==> src/frame_buffer_cfg.svh <==
`ifndef FRAME_BUFFER_CFG_SVH
`define FRAME_BUFFER_CFG_SVH

// Buffer depth is 2**FB_ADDR_WIDTH words.
// One slot always stays free to tell full from empty.
`define FB_ADDR_WIDTH 6

// Payload width of one stream word.
`define FB_DATA_WIDTH 16

`endif

==> src/mem_pkg.sv <==
`include "frame_buffer_cfg.svh"

package mem_pkg;

   // Address into the frame SRAM, also used for all pointers.
   typedef logic [`FB_ADDR_WIDTH-1:0] sram_addr_t;

   // Pointer step, wraps at the end of the array.
   function automatic sram_addr_t ptr_next(input sram_addr_t ptr);
      return ptr + sram_addr_t'(1);
   endfunction

endpackage

==> src/stream_pkg.sv <==
`include "frame_buffer_cfg.svh"

package stream_pkg;

   // One data word of the input and output streams.
   typedef logic [`FB_DATA_WIDTH-1:0] sample_t;

   // Word as it sits in the SRAM.
   // The last flag travels with the data so frame
   // boundaries survive the buffer.
   typedef struct packed
   {
      logic    last;   // Final word of a frame.
      sample_t data;
   } buffer_word_t;

endpackage

==> src/sram_if.sv <==
`timescale 1ns/1ns

interface sram_if;
   import mem_pkg::*;
   import stream_pkg::*;

   // Write port, owned by the producer.
   logic         wr_select;
   sram_addr_t   wr_address;
   buffer_word_t wr_word;

   // Read port, owned by the consumer.
   logic         rd_select;
   sram_addr_t   rd_address;
   buffer_word_t rd_word;      // Registered in the SRAM.

   modport writer
   (
      output wr_select,
      output wr_address,
      output wr_word
   );

   modport reader
   (
      output rd_select,
      output rd_address,
      input  rd_word
   );

   modport memory
   (
      input  wr_select,
      input  wr_address,
      input  wr_word,
      input  rd_select,
      input  rd_address,
      output rd_word
   );

endinterface

==> src/sram_dual_port.sv <==
`timescale 1ns/1ns
`include "frame_buffer_cfg.svh"

module sram_dual_port
#(
   parameter int address_width = `FB_ADDR_WIDTH
)
(
   input logic    sram_clock,
   sram_if.memory mem
);
   import stream_pkg::*;

   localparam int depth = 1 << address_width;

   buffer_word_t ram [depth];

   logic [address_width-1:0] wr_index;
   logic [address_width-1:0] rd_index;

   // Bus addresses resized to the array.
   assign wr_index = address_width'(mem.wr_address);
   assign rd_index = address_width'(mem.rd_address);

   // Write port.
   always_ff @(posedge sram_clock)
   begin
      if (mem.wr_select)
      begin
         ram[wr_index] <= mem.wr_word;
      end
   end

   // Read port, data valid the cycle after select.
   always_ff @(posedge sram_clock)
   begin
      if (mem.rd_select)
      begin
         mem.rd_word <= ram[rd_index]; // Holds between reads.
      end
   end

endmodule

==> src/frame_writer.sv <==
`timescale 1ns/1ns

module frame_writer
(
   input  logic                 sram_clock,
   input  logic                 rst,
   input  logic                 in_valid,
   input  logic                 in_last,
   input  stream_pkg::sample_t  in_data,
   input  mem_pkg::sram_addr_t  read_ptr,
   output mem_pkg::sram_addr_t  commit_ptr,
   output logic                 frame_dropped,
   sram_if.writer               mem
);
   import mem_pkg::*;
   import stream_pkg::*;

   sram_addr_t   wr_ptr;     // Next free slot of the open frame.
   sram_addr_t   next_ptr;
   logic         discarding; // Skipping the rest of a dropped frame.
   logic         full;
   logic         accept;
   buffer_word_t in_word;

   assign next_ptr = ptr_next(wr_ptr);

   // Open frame words count as used, so compare against wr_ptr.
   assign full = (next_ptr == read_ptr);

   assign accept = in_valid && !discarding && !full;

   assign in_word.last = in_last;
   assign in_word.data = in_data;

   // Word lands in the SRAM at the edge that accepts it.
   assign mem.wr_select  = accept;
   assign mem.wr_address = wr_ptr;
   assign mem.wr_word    = in_word;

   always_ff @(posedge sram_clock)
   begin
      if (rst)
      begin
         wr_ptr        <= '0;
         commit_ptr    <= '0;
         discarding    <= 1'b0;
         frame_dropped <= 1'b0;
      end
      else
      begin
         frame_dropped <= 1'b0;
         if (in_valid)
         begin
            if (discarding)
            begin
               if (in_last)
               begin
                  discarding <= 1'b0; // Next word starts a fresh frame.
               end
            end
            else if (full)
            begin
               // No room. Throw away what was written of this frame.
               wr_ptr        <= commit_ptr;
               frame_dropped <= 1'b1;
               discarding    <= !in_last;
            end
            else
            begin
               wr_ptr <= next_ptr;
               if (in_last)
               begin
                  commit_ptr <= next_ptr; // Frame now visible to the reader.
               end
            end
         end
      end
   end

endmodule

==> src/frame_reader.sv <==
`timescale 1ns/1ns

module frame_reader
(
   input  logic                 sram_clock,
   input  logic                 rst,
   input  logic                 hold,
   input  mem_pkg::sram_addr_t  commit_ptr,
   output mem_pkg::sram_addr_t  read_ptr,
   output logic                 out_valid,
   output logic                 out_last,
   output stream_pkg::sample_t  out_data,
   sram_if.reader               mem
);
   import mem_pkg::*;

   logic fetch;
   logic pending;

   // Committed words are waiting.
   assign pending = (read_ptr != commit_ptr);

   assign fetch = pending && !hold;

   // One fetch per cycle, no wait on the previous read.
   assign mem.rd_select  = fetch;
   assign mem.rd_address = read_ptr;

   always_ff @(posedge sram_clock)
   begin
      if (rst)
      begin
         read_ptr  <= '0;
         out_valid <= 1'b0;
      end
      else
      begin
         out_valid <= fetch; // Same edge the SRAM loads rd_word.
         if (fetch)
         begin
            read_ptr <= ptr_next(read_ptr);
         end
      end
   end

   // Stored record split back into stream fields.
   assign out_data = mem.rd_word.data;
   assign out_last = mem.rd_word.last;

endmodule

==> src/frame_buffer_top.sv <==
`timescale 1ns/1ns
`include "frame_buffer_cfg.svh"

module frame_buffer_top
(
   input  logic                 sram_clock,
   input  logic                 rst,
   input  logic                 in_valid,
   input  logic                 in_last,
   input  logic                 hold,
   input  stream_pkg::sample_t  in_data,
   output logic                 out_valid,
   output logic                 out_last,
   output logic                 frame_dropped,
   output stream_pkg::sample_t  out_data
);
   import mem_pkg::*;

   sram_addr_t commit_ptr; // End of the newest complete frame.
   sram_addr_t read_ptr;

   sram_if mem_bus();

   frame_writer frame_writer_i
   (
      .sram_clock    (sram_clock),
      .rst           (rst),
      .in_valid      (in_valid),
      .in_last       (in_last),
      .in_data       (in_data),
      .read_ptr      (read_ptr),
      .commit_ptr    (commit_ptr),
      .frame_dropped (frame_dropped),
      .mem           (mem_bus.writer)
   );

   sram_dual_port
   #(
      .address_width (`FB_ADDR_WIDTH)
   )
   sram_dual_port_i
   (
      .sram_clock (sram_clock),
      .mem        (mem_bus.memory)
   );

   frame_reader frame_reader_i
   (
      .sram_clock (sram_clock),
      .rst        (rst),
      .hold       (hold),
      .commit_ptr (commit_ptr),
      .read_ptr   (read_ptr),
      .out_valid  (out_valid),
      .out_last   (out_last),
      .out_data   (out_data),
      .mem        (mem_bus.reader)
   );

endmodule

==> config.mk <==
export PLATFORM = sky130hd
export DESIGN_NAME = frame_buffer_top
export DESIGN_NICKNAME = d
export VERILOG_FILES = /design/src/mem_pkg.sv /design/src/stream_pkg.sv /design/src/sram_if.sv /design/src/sram_dual_port.sv /design/src/frame_writer.sv /design/src/frame_reader.sv /design/src/frame_buffer_top.sv
export VERILOG_INCLUDE_DIRS = /design/src
export SDC_FILE = /design/constraint.sdc
export NUM_CORES = 1
export LEC_CHECK = 0
export BUFFER_PORTS_ARGS = -buffer_cell sky130_fd_sc_hd__buf_2
export CORE_UTILIZATION = 67
export CTS_BUF_LIST = sky130_fd_sc_hd__clkbuf_8
export DETAILED_ROUTE_END_ITERATION = 8
export HOLD_SLACK_MARGIN = 0.05
export PLACE_DENSITY = 0.94
export SLEW_MARGIN = 20
export SYNTH_ARGS = -nofsm -noshare
export SYNTH_HDL_FRONTEND = slang
export SYNTH_SLANG_ARGS = --single-unit
export TNS_END_PERCENT = 10
==> constraint.sdc <==
create_clock -name sram_clock -period 10.65 [get_ports sram_clock]
set_input_delay 1.065 -clock sram_clock [delete_from_list [all_inputs] [get_ports sram_clock]]
set_output_delay 1.065 -clock sram_clock [all_outputs]
set_load 0.05 [all_outputs]
After elaboration in Yosys (flattened, before gate mapping)
Memory sizes are Yosys's and may differ from the RTL's. A register that Yosys moved wholly into a read port is not among the register bits.
Index checks and enable logic that the tools add are counted.
{"block": "word_totals", "wordCells": 31, "inputBits": 21, "ram_bits": 1088, "memories": 1, "reg_bits": 21, "output_inout_bits": 19}
{"block": "op_classes", "addsub": 2, "n_eq_ne": 2, "bitwise": 3, "reduce_logical": 10, "n_mux": 7}
{"memory": "sram_dual_port_i.ram", "words": 64, "word_bits": 17, "rd": 1, "rd_clocked_by_memory_dff": 1, "wr": 1, "line_no": "sram_dual_port.sv:16", "text": "buffer_word_t ram [depth];"}
{"op": "$add A6 B1 Y6 const B", "n": 2}
{"op": "$eq A6 B6 Y1", "n": 1}
{"op": "$mux W1", "n": 6}
{"op": "$mux W6", "n": 1}
{"op": "$ne A6 B6 Y1", "n": 1}
{"op": "$logic_not A1 Y1", "n": 4}
{"op": "$reduce_and A4 Y1", "n": 1}
{"op": "$logic_and A1 B1 Y1", "n": 3}
{"op": "$not A1 Y1", "n": 3}
{"op": "$reduce_or A3 Y1", "n": 1}
{"op": "$reduce_and A2 Y1", "n": 1}

Longest topological paths before layout
{"block": "depth", "word_depth": 6, "mapped_depth": 9, "mapped_depth_nobuf": 6}

Hierarchy
Synthesis repeated with hierarchy kept, for this count alone.
{"block": "unflattened", "cells_unflattened": 2138, "area_unflattened_um2": 44139.8}
{"mod": "sram_dual_port", "seq_area_each_um2": 33181.8, "area_per_inst_um2": 42514.5, "cells_per_inst": 1953, "instances": 1}
{"mod": "frame_writer", "seq_area_each_um2": 280.3, "area_per_inst_um2": 997.2, "cells_per_inst": 114, "instances": 1}
{"mod": "frame_reader", "seq_area_each_um2": 140.1, "area_per_inst_um2": 628.1, "cells_per_inst": 71, "instances": 1}

Least setup slack after synthesis
Ideal clock, no wire load.
{"block": "synth_timing", "path_kind": "input to register", "startpoint": "input in_valid", "endpoint": "memory sram_dual_port_i.ram[57][0] (netlist name), enable pin", "stages": 5, "t_required_ns": 10.215, "setup_ns": 0.435, "path_slack_ns": 6.668, "arrival_time_ns": 3.547, "path_buffers": 2, "path_cell_list": "nor2b_1 clkbuf_1 o21ai_1 buf_4 nor4_1"}
{"block": "synth_between", "elab_chain_cells": 4}
{"element": "from (decl)", "line_no": "frame_buffer_top.sv:8", "text": "input logic in_valid,"}
{"element": "$logic_and A1 B1 Y1 (2 in series)", "line_no": "frame_writer.sv:30", "text": "assign accept = in_valid && !discarding && !full;"}
{"element": "$mux W1", "line_no": "sram_dual_port.sv:28", "text": "if (mem.wr_select)"}
{"element": "$mux W1 (implied by the code)", "line_no": "sram_dual_port.sv:30", "text": "ram[wr_index] <= mem.wr_word;"}
{"element": "to (decl)", "line_no": "sram_dual_port.sv:16"}
No other way between the ends.

Worst setup path in the final report
{"block": "layout_timing", "startpoint": "register frame_reader_i.read_ptr[1], in the netlist frame_reader_i.mem.rd_address[1]", "endpoint": "register, netlist name sram_dual_port_i.mem.rd_word[2]"}
{"block": "layout_between", "elab_chain_cells": 2}
{"element": "from (decl)", "line_no": "frame_reader.sv:9", "text": "output mem_pkg::sram_addr_t read_ptr,"}
{"element": "from (signal assigned)", "line_no": "frame_reader.sv:41", "text": "read_ptr <= ptr_next(read_ptr);"}
{"element": "$ne A6 B6 Y1", "line_no": "frame_reader.sv:21", "text": "assign pending = (read_ptr != commit_ptr);"}
{"element": "$logic_and A1 B1 Y1", "line_no": "frame_reader.sv:23", "text": "assign fetch = pending && !hold;"}
Parallel ways exist; a longest one is shown, timed or not.
A chain may end at the register's enable or synchronous reset.

==> results.md <==
- The achievable clock frequency is 0.195 GHz.
- STA puts the critical path data required time at 11.38 ns.
- The number of instances in the placed design is 2,827.
- The path class of the tightest hold or removal check is in -> reg.
- The area of the multi-input gates is 9310 sq um.
- In this run, post-CTS repair resized a total of 0 instances.
- The count of buffers added on input and output ports is 39.
- Final hold analysis gives a worst-case slack of 0.451 ns.
- The relative area change from synthesis to final layout is 10.5%.
- The I/O pin count is 40.
- The cell area that synthesis handed to floorplanning was 43,300 sq um.
- The maximum fanout encountered on the critical timing path is 65.
- The total core area is 63,400 sq um.
- The number of antenna violations at the first check in global routing is 9.
- The relative slew slack is 16.5%.
- After synthesis, the netlist uses 56 different library cells.
- Setup total negative slack on the finished layout was measured at 0 ns.
- Setup repair after global routing left no endpoint under its margin.
- Once the clock tree was built, the setup fixing pass inserted 0 buffers.
- The clock passes through at most 3 buffers.
- The post-route antenna net violation count is 0.
- Dividing the detail-routed via count by the number of cells gives 7.76.
- The cell count after synthesis is 1,978.
- The register area is 33,600 sq um.
- The number of enable-type register cells in the synthesized netlist is 1,105.
- The mean instance size in the synthesized netlist is 21.9 sq um.
- For this configuration, the core starts out at a cell density of 68.3%.
- The via count of the first global-routing pass is 23,912.
- The worst endpoint data arrival time is 5.85 ns.
- TritonCTS built the clock tree.
- The die outline area is 65,600 sq um.
- The total congestion overflow after global routing is 0.
- The number of nets in the synthesized netlist is 2,001.
- The warning count from the yosys run is 0.
- Counting flops and latches in the post-synthesis netlist gives 1,126.
- The clock latency reported for the late side of the worst-skew pair is 0.86 ns.
- The die width is 256 microns.
- The share of the clock period used by the worst path after layout is 48.1%.
- The HPWL after detailed placement is 68.1 mm.
- The DRC violation total after the first TritonRoute iteration is 5,232.
- The count of unresolved DRC violations after routing is 0.
- The congestion estimate from routability-driven global placement came to 0.903.
- The number of buffers created by CTS is 165.
- The root buffer cell chosen for the clock tree is sky130_fd_sc_hd__clkbuf_8.
- The post-layout net count is 2,176.
- The fraction of layout cells with a size suffix above 1 is 29.1%.
- The clock transition time at the flip-flop clock pins of the worst setup and hold paths is 0.07 ns.
- Summed over all layers, the routed wires come to 123 mm.
- Traced cell by cell, the critical path runs through buf_4, buf_4, buf_4, mux4_2, o22ai_1, nor4_1, mux2_2.
- The category of the critical setup timing path is reg -> reg.
- The flow ran to the end, and the final reports show no timing, DRC or antenna violations.
- The number of buffers added to fix hold violations after cts is 0.
- The number of filler instances in the final layout is 2,895.
- The first TritonRoute pass finished after 7 iterations.
- At the pin with the least slew margin, the transition time is 1.25 ns.
- The H-tree generated during clock tree synthesis spans 4 levels.
- The slowest stage of the critical path is the sky130_fd_sc_hd__buf_4 cell.
- For this run, the register share of the synthesized area comes to 77.6%.
- The number of hold violations in the final report is 0.
- The largest stage delay on the critical path is 0.92 ns.
- The async set-reset flop share out of synthesis is 0%.
- Detailed routing inserted a total of 24,292 vias.
- STA classifies the critical path startpoint as a flop.
- In this run the core area contains 92 standard-cell rows.
- The reported leakage power is 14.7 nW.
- The average wire length per cell after detail routing is 39.5 microns.
- The total count of max-transition violations in the final report is 0.
- Across the VDD grid, the largest voltage drop is 204 uV.
- The power density relative to cell area is 217 nW/um^2.
- The flip-flop cell with the highest count after synthesis is sky130_fd_sc_hd__edfxtp_1.
- The setup violation total in the final timing report is 0.
- The category of the worst setup path capture point is a flop.
- Between clock sinks in the finished design, the worst skew comes to 0.0345 ns.
- Global routing consumed, over all layers together, 38.0% of the routing resources.
- The number of max-cap violations is 0.
- Among the stages of the critical path, the cell type that occurs most often is sky130_fd_sc_hd__buf_4.
- The first global-routing pass estimated 172 mm of wire.
- The routed design could run at a clock period as short as 5.12 ns.
- The final cell count without fillers is 3,130.
- The maximum number of pins on one net before global-route repair is 67.
- The clock sink total is 1,126.
- The vertical die dimension is 256 microns.
==> layout by cell type (no fill, tap or decap), types with 8 or more instances in the layout <==
master	synthesis	routed
sky130_fd_sc_hd__edfxtp_1	1105	1105
sky130_fd_sc_hd__mux4_2	268	268
sky130_fd_sc_hd__clkbuf_8	0	167
sky130_fd_sc_hd__buf_4	26	97
sky130_fd_sc_hd__o22ai_1	76	76
sky130_fd_sc_hd__inv_1	10	68
sky130_fd_sc_hd__nor3_2	1	43
sky130_fd_sc_hd__clkinv_1	0	43
sky130_fd_sc_hd__a22oi_1	41	41
sky130_fd_sc_hd__nand2_1	37	37
sky130_fd_sc_hd__nor2_1	28	27
sky130_fd_sc_hd__nand3_1	23	23
sky130_fd_sc_hd__buf_2	45	23
sky130_fd_sc_hd__mux2i_1	22	22
sky130_fd_sc_hd__dfxtp_1	21	18
sky130_fd_sc_hd__a21oi_1	17	17
sky130_fd_sc_hd__nor4_1	28	16
sky130_fd_sc_hd__nor4_2	0	12
sky130_fd_sc_hd__a211oi_1	11	11
sky130_fd_sc_hd__nor2b_1	11	10
sky130_fd_sc_hd__nor3_1	55	10
sky130_fd_sc_hd__o21ai_0	9	9
sky130_fd_sc_hd__xnor2_1	9	9
sky130_fd_sc_hd__diode_2	0	8
sky130_fd_sc_hd__nand2b_1	9	8
==> critical path: cells and delay by family (launching register included) <==
kind                   cells  cell delay [ns]
muxes                      2             0.65
AOI/OAI and AO/OA          1             0.10
buffers and inverters      3             2.41
DFF                        1             0.89
and+or+nand+nor            1             0.78
==> cells by family after synthesis <==
group / after synthesis / share of synthesized area [%]
xor+xnor: 19 / 0.483
flops: 1126 / 77.6
buf+inv: 128 / 1.67
mux: 298 / 14.7
simple gates: 224 / 2.70
compound gates: 181 / 2.81
fa+ha+maj: 2 / 0.0578
==> synth_stat cells (3+ instances only) <==
| master | count | share of area [%] |
|---|---|---|
| sky130_fd_sc_hd__edfxtp_1 | 1105 | 77 |
| sky130_fd_sc_hd__mux4_2 | 268 | 14 |
| sky130_fd_sc_hd__o22ai_1 | 76 | 1.1 |
| sky130_fd_sc_hd__nor3_1 | 55 | 0.64 |
| sky130_fd_sc_hd__buf_2 | 45 | 0.52 |
| sky130_fd_sc_hd__a22oi_1 | 41 | 0.71 |
| sky130_fd_sc_hd__nand2_1 | 37 | 0.32 |
| sky130_fd_sc_hd__nor2_1 | 28 | 0.24 |
| sky130_fd_sc_hd__nor4_1 | 28 | 0.40 |
| sky130_fd_sc_hd__clkbuf_1 | 27 | 0.23 |
| sky130_fd_sc_hd__buf_4 | 26 | 0.45 |
| sky130_fd_sc_hd__nand3_1 | 23 | 0.27 |
| sky130_fd_sc_hd__mux2i_1 | 22 | 0.51 |
| sky130_fd_sc_hd__dfxtp_1 | 21 | 0.97 |
| sky130_fd_sc_hd__a21oi_1 | 17 | 0.20 |
| sky130_fd_sc_hd__buf_6 | 12 | 0.31 |
| sky130_fd_sc_hd__a211oi_1 | 11 | 0.19 |
| sky130_fd_sc_hd__nor2b_1 | 11 | 0.16 |
| sky130_fd_sc_hd__inv_1 | 10 | 0.087 |
| sky130_fd_sc_hd__nand2b_1 | 9 | 0.13 |
| sky130_fd_sc_hd__o21ai_0 | 9 | 0.10 |
| sky130_fd_sc_hd__xnor2_1 | 9 | 0.18 |
| sky130_fd_sc_hd__buf_1 | 8 | 0.069 |
| sky130_fd_sc_hd__mux2_2 | 7 | 0.18 |
| sky130_fd_sc_hd__or3_1 | 7 | 0.10 |
| sky130_fd_sc_hd__xor2_1 | 7 | 0.14 |
| sky130_fd_sc_hd__a31oi_1 | 6 | 0.087 |
| sky130_fd_sc_hd__a2111oi_0 | 5 | 0.10 |
| sky130_fd_sc_hd__and2_1 | 5 | 0.072 |
| sky130_fd_sc_hd__nand4_1 | 5 | 0.072 |
| sky130_fd_sc_hd__and4_1 | 3 | 0.061 |
| sky130_fd_sc_hd__nand3b_1 | 3 | 0.052 |
==> stage by stage <==
stage | utilization, % | cell area (sq um) | total power [mW] | setup WS (ns)
finish | 75.4 | 47800 | 10.4 | 5.53
global route | 75.4 | 47800 | 10.6 | 5.38
CTS | 75.2 | 47700 | 10.3 | 5.71
detailed placement | 70.7 | 44800 | 7.21 | 5.71
global placement | 70.7 | 44800 | 7.08 | 5.88
floorplan | - | 43300 | 6.62 | 6.67
==> path summary, 6_finish.rpt <==
path | slack, ns | end | cells after the start | start
setup / recovery | 5.53 | sram_dual_port_i.mem.rd_word[2]$_DFFE_PP_ | 7 | frame_reader_i.mem.rd_address[1]$_SDFFE_PP0P_
hold / removal | 0.45 | frame_writer_i.discarding$_SDFFE_PP0P_ | 2 | in_valid
setup reg to reg | 5.53 | sram_dual_port_i.mem.rd_word[2]$_DFFE_PP_ | 7 | frame_reader_i.mem.rd_address[1]$_SDFFE_PP0P_
hold reg to reg | 0.50 | frame_writer_i.commit_ptr[3]$_SDFFE_PP0P_ | 2 | frame_writer_i.commit_ptr[3]$_SDFFE_PP0P_
==> routing by layer <==
layer | vias to the layer above | part of all wire, % | GRT usage, %
met5 | - | 0.22 | 0
met4 | 20 | 8.7 | 25.0
met3 | 675 | 16 | 12.9
met2 | 2908 | 46 | 57.1
met1 | 11892 | 29 | 47.8
li1 | 8797 | - | -
==> flip-flops by register name (all words and copies together), names as in the netlist <==
signal	count
frame_reader_i.out_valid	1
sram_dual_port_i.ram	1088
sram_dual_port_i.mem.rd_word	17
frame_writer_i.commit_ptr	6
frame_writer_i.frame_dropped	1
frame_writer_i.mem.wr_address	6
frame_reader_i.mem.rd_address	6
frame_writer_i.discarding	1
==> power by group <==
group	internal [mW]	total, mW	switching (mW)	leakage [nW]
logic	0.822	2.06	1.24	2.87
registers	5.01	5.17	0.161	10.1
clock network	1.49	3.16	1.67	1.67
==> layout make-up <==
cell class | count | share of cell area (%)
timing repair buffer | 126 | 1.91
multi-input combinational | 724 | 19.5
clock inverter | 123 | 1.21
sequential | 1126 | 70.3
antenna | 8 | 0.0419
inverter | 10 | 0.0785
tap | 846 | 2.21
clock buffer | 167 | 4.81
Power figures use the tool's default switching activity.
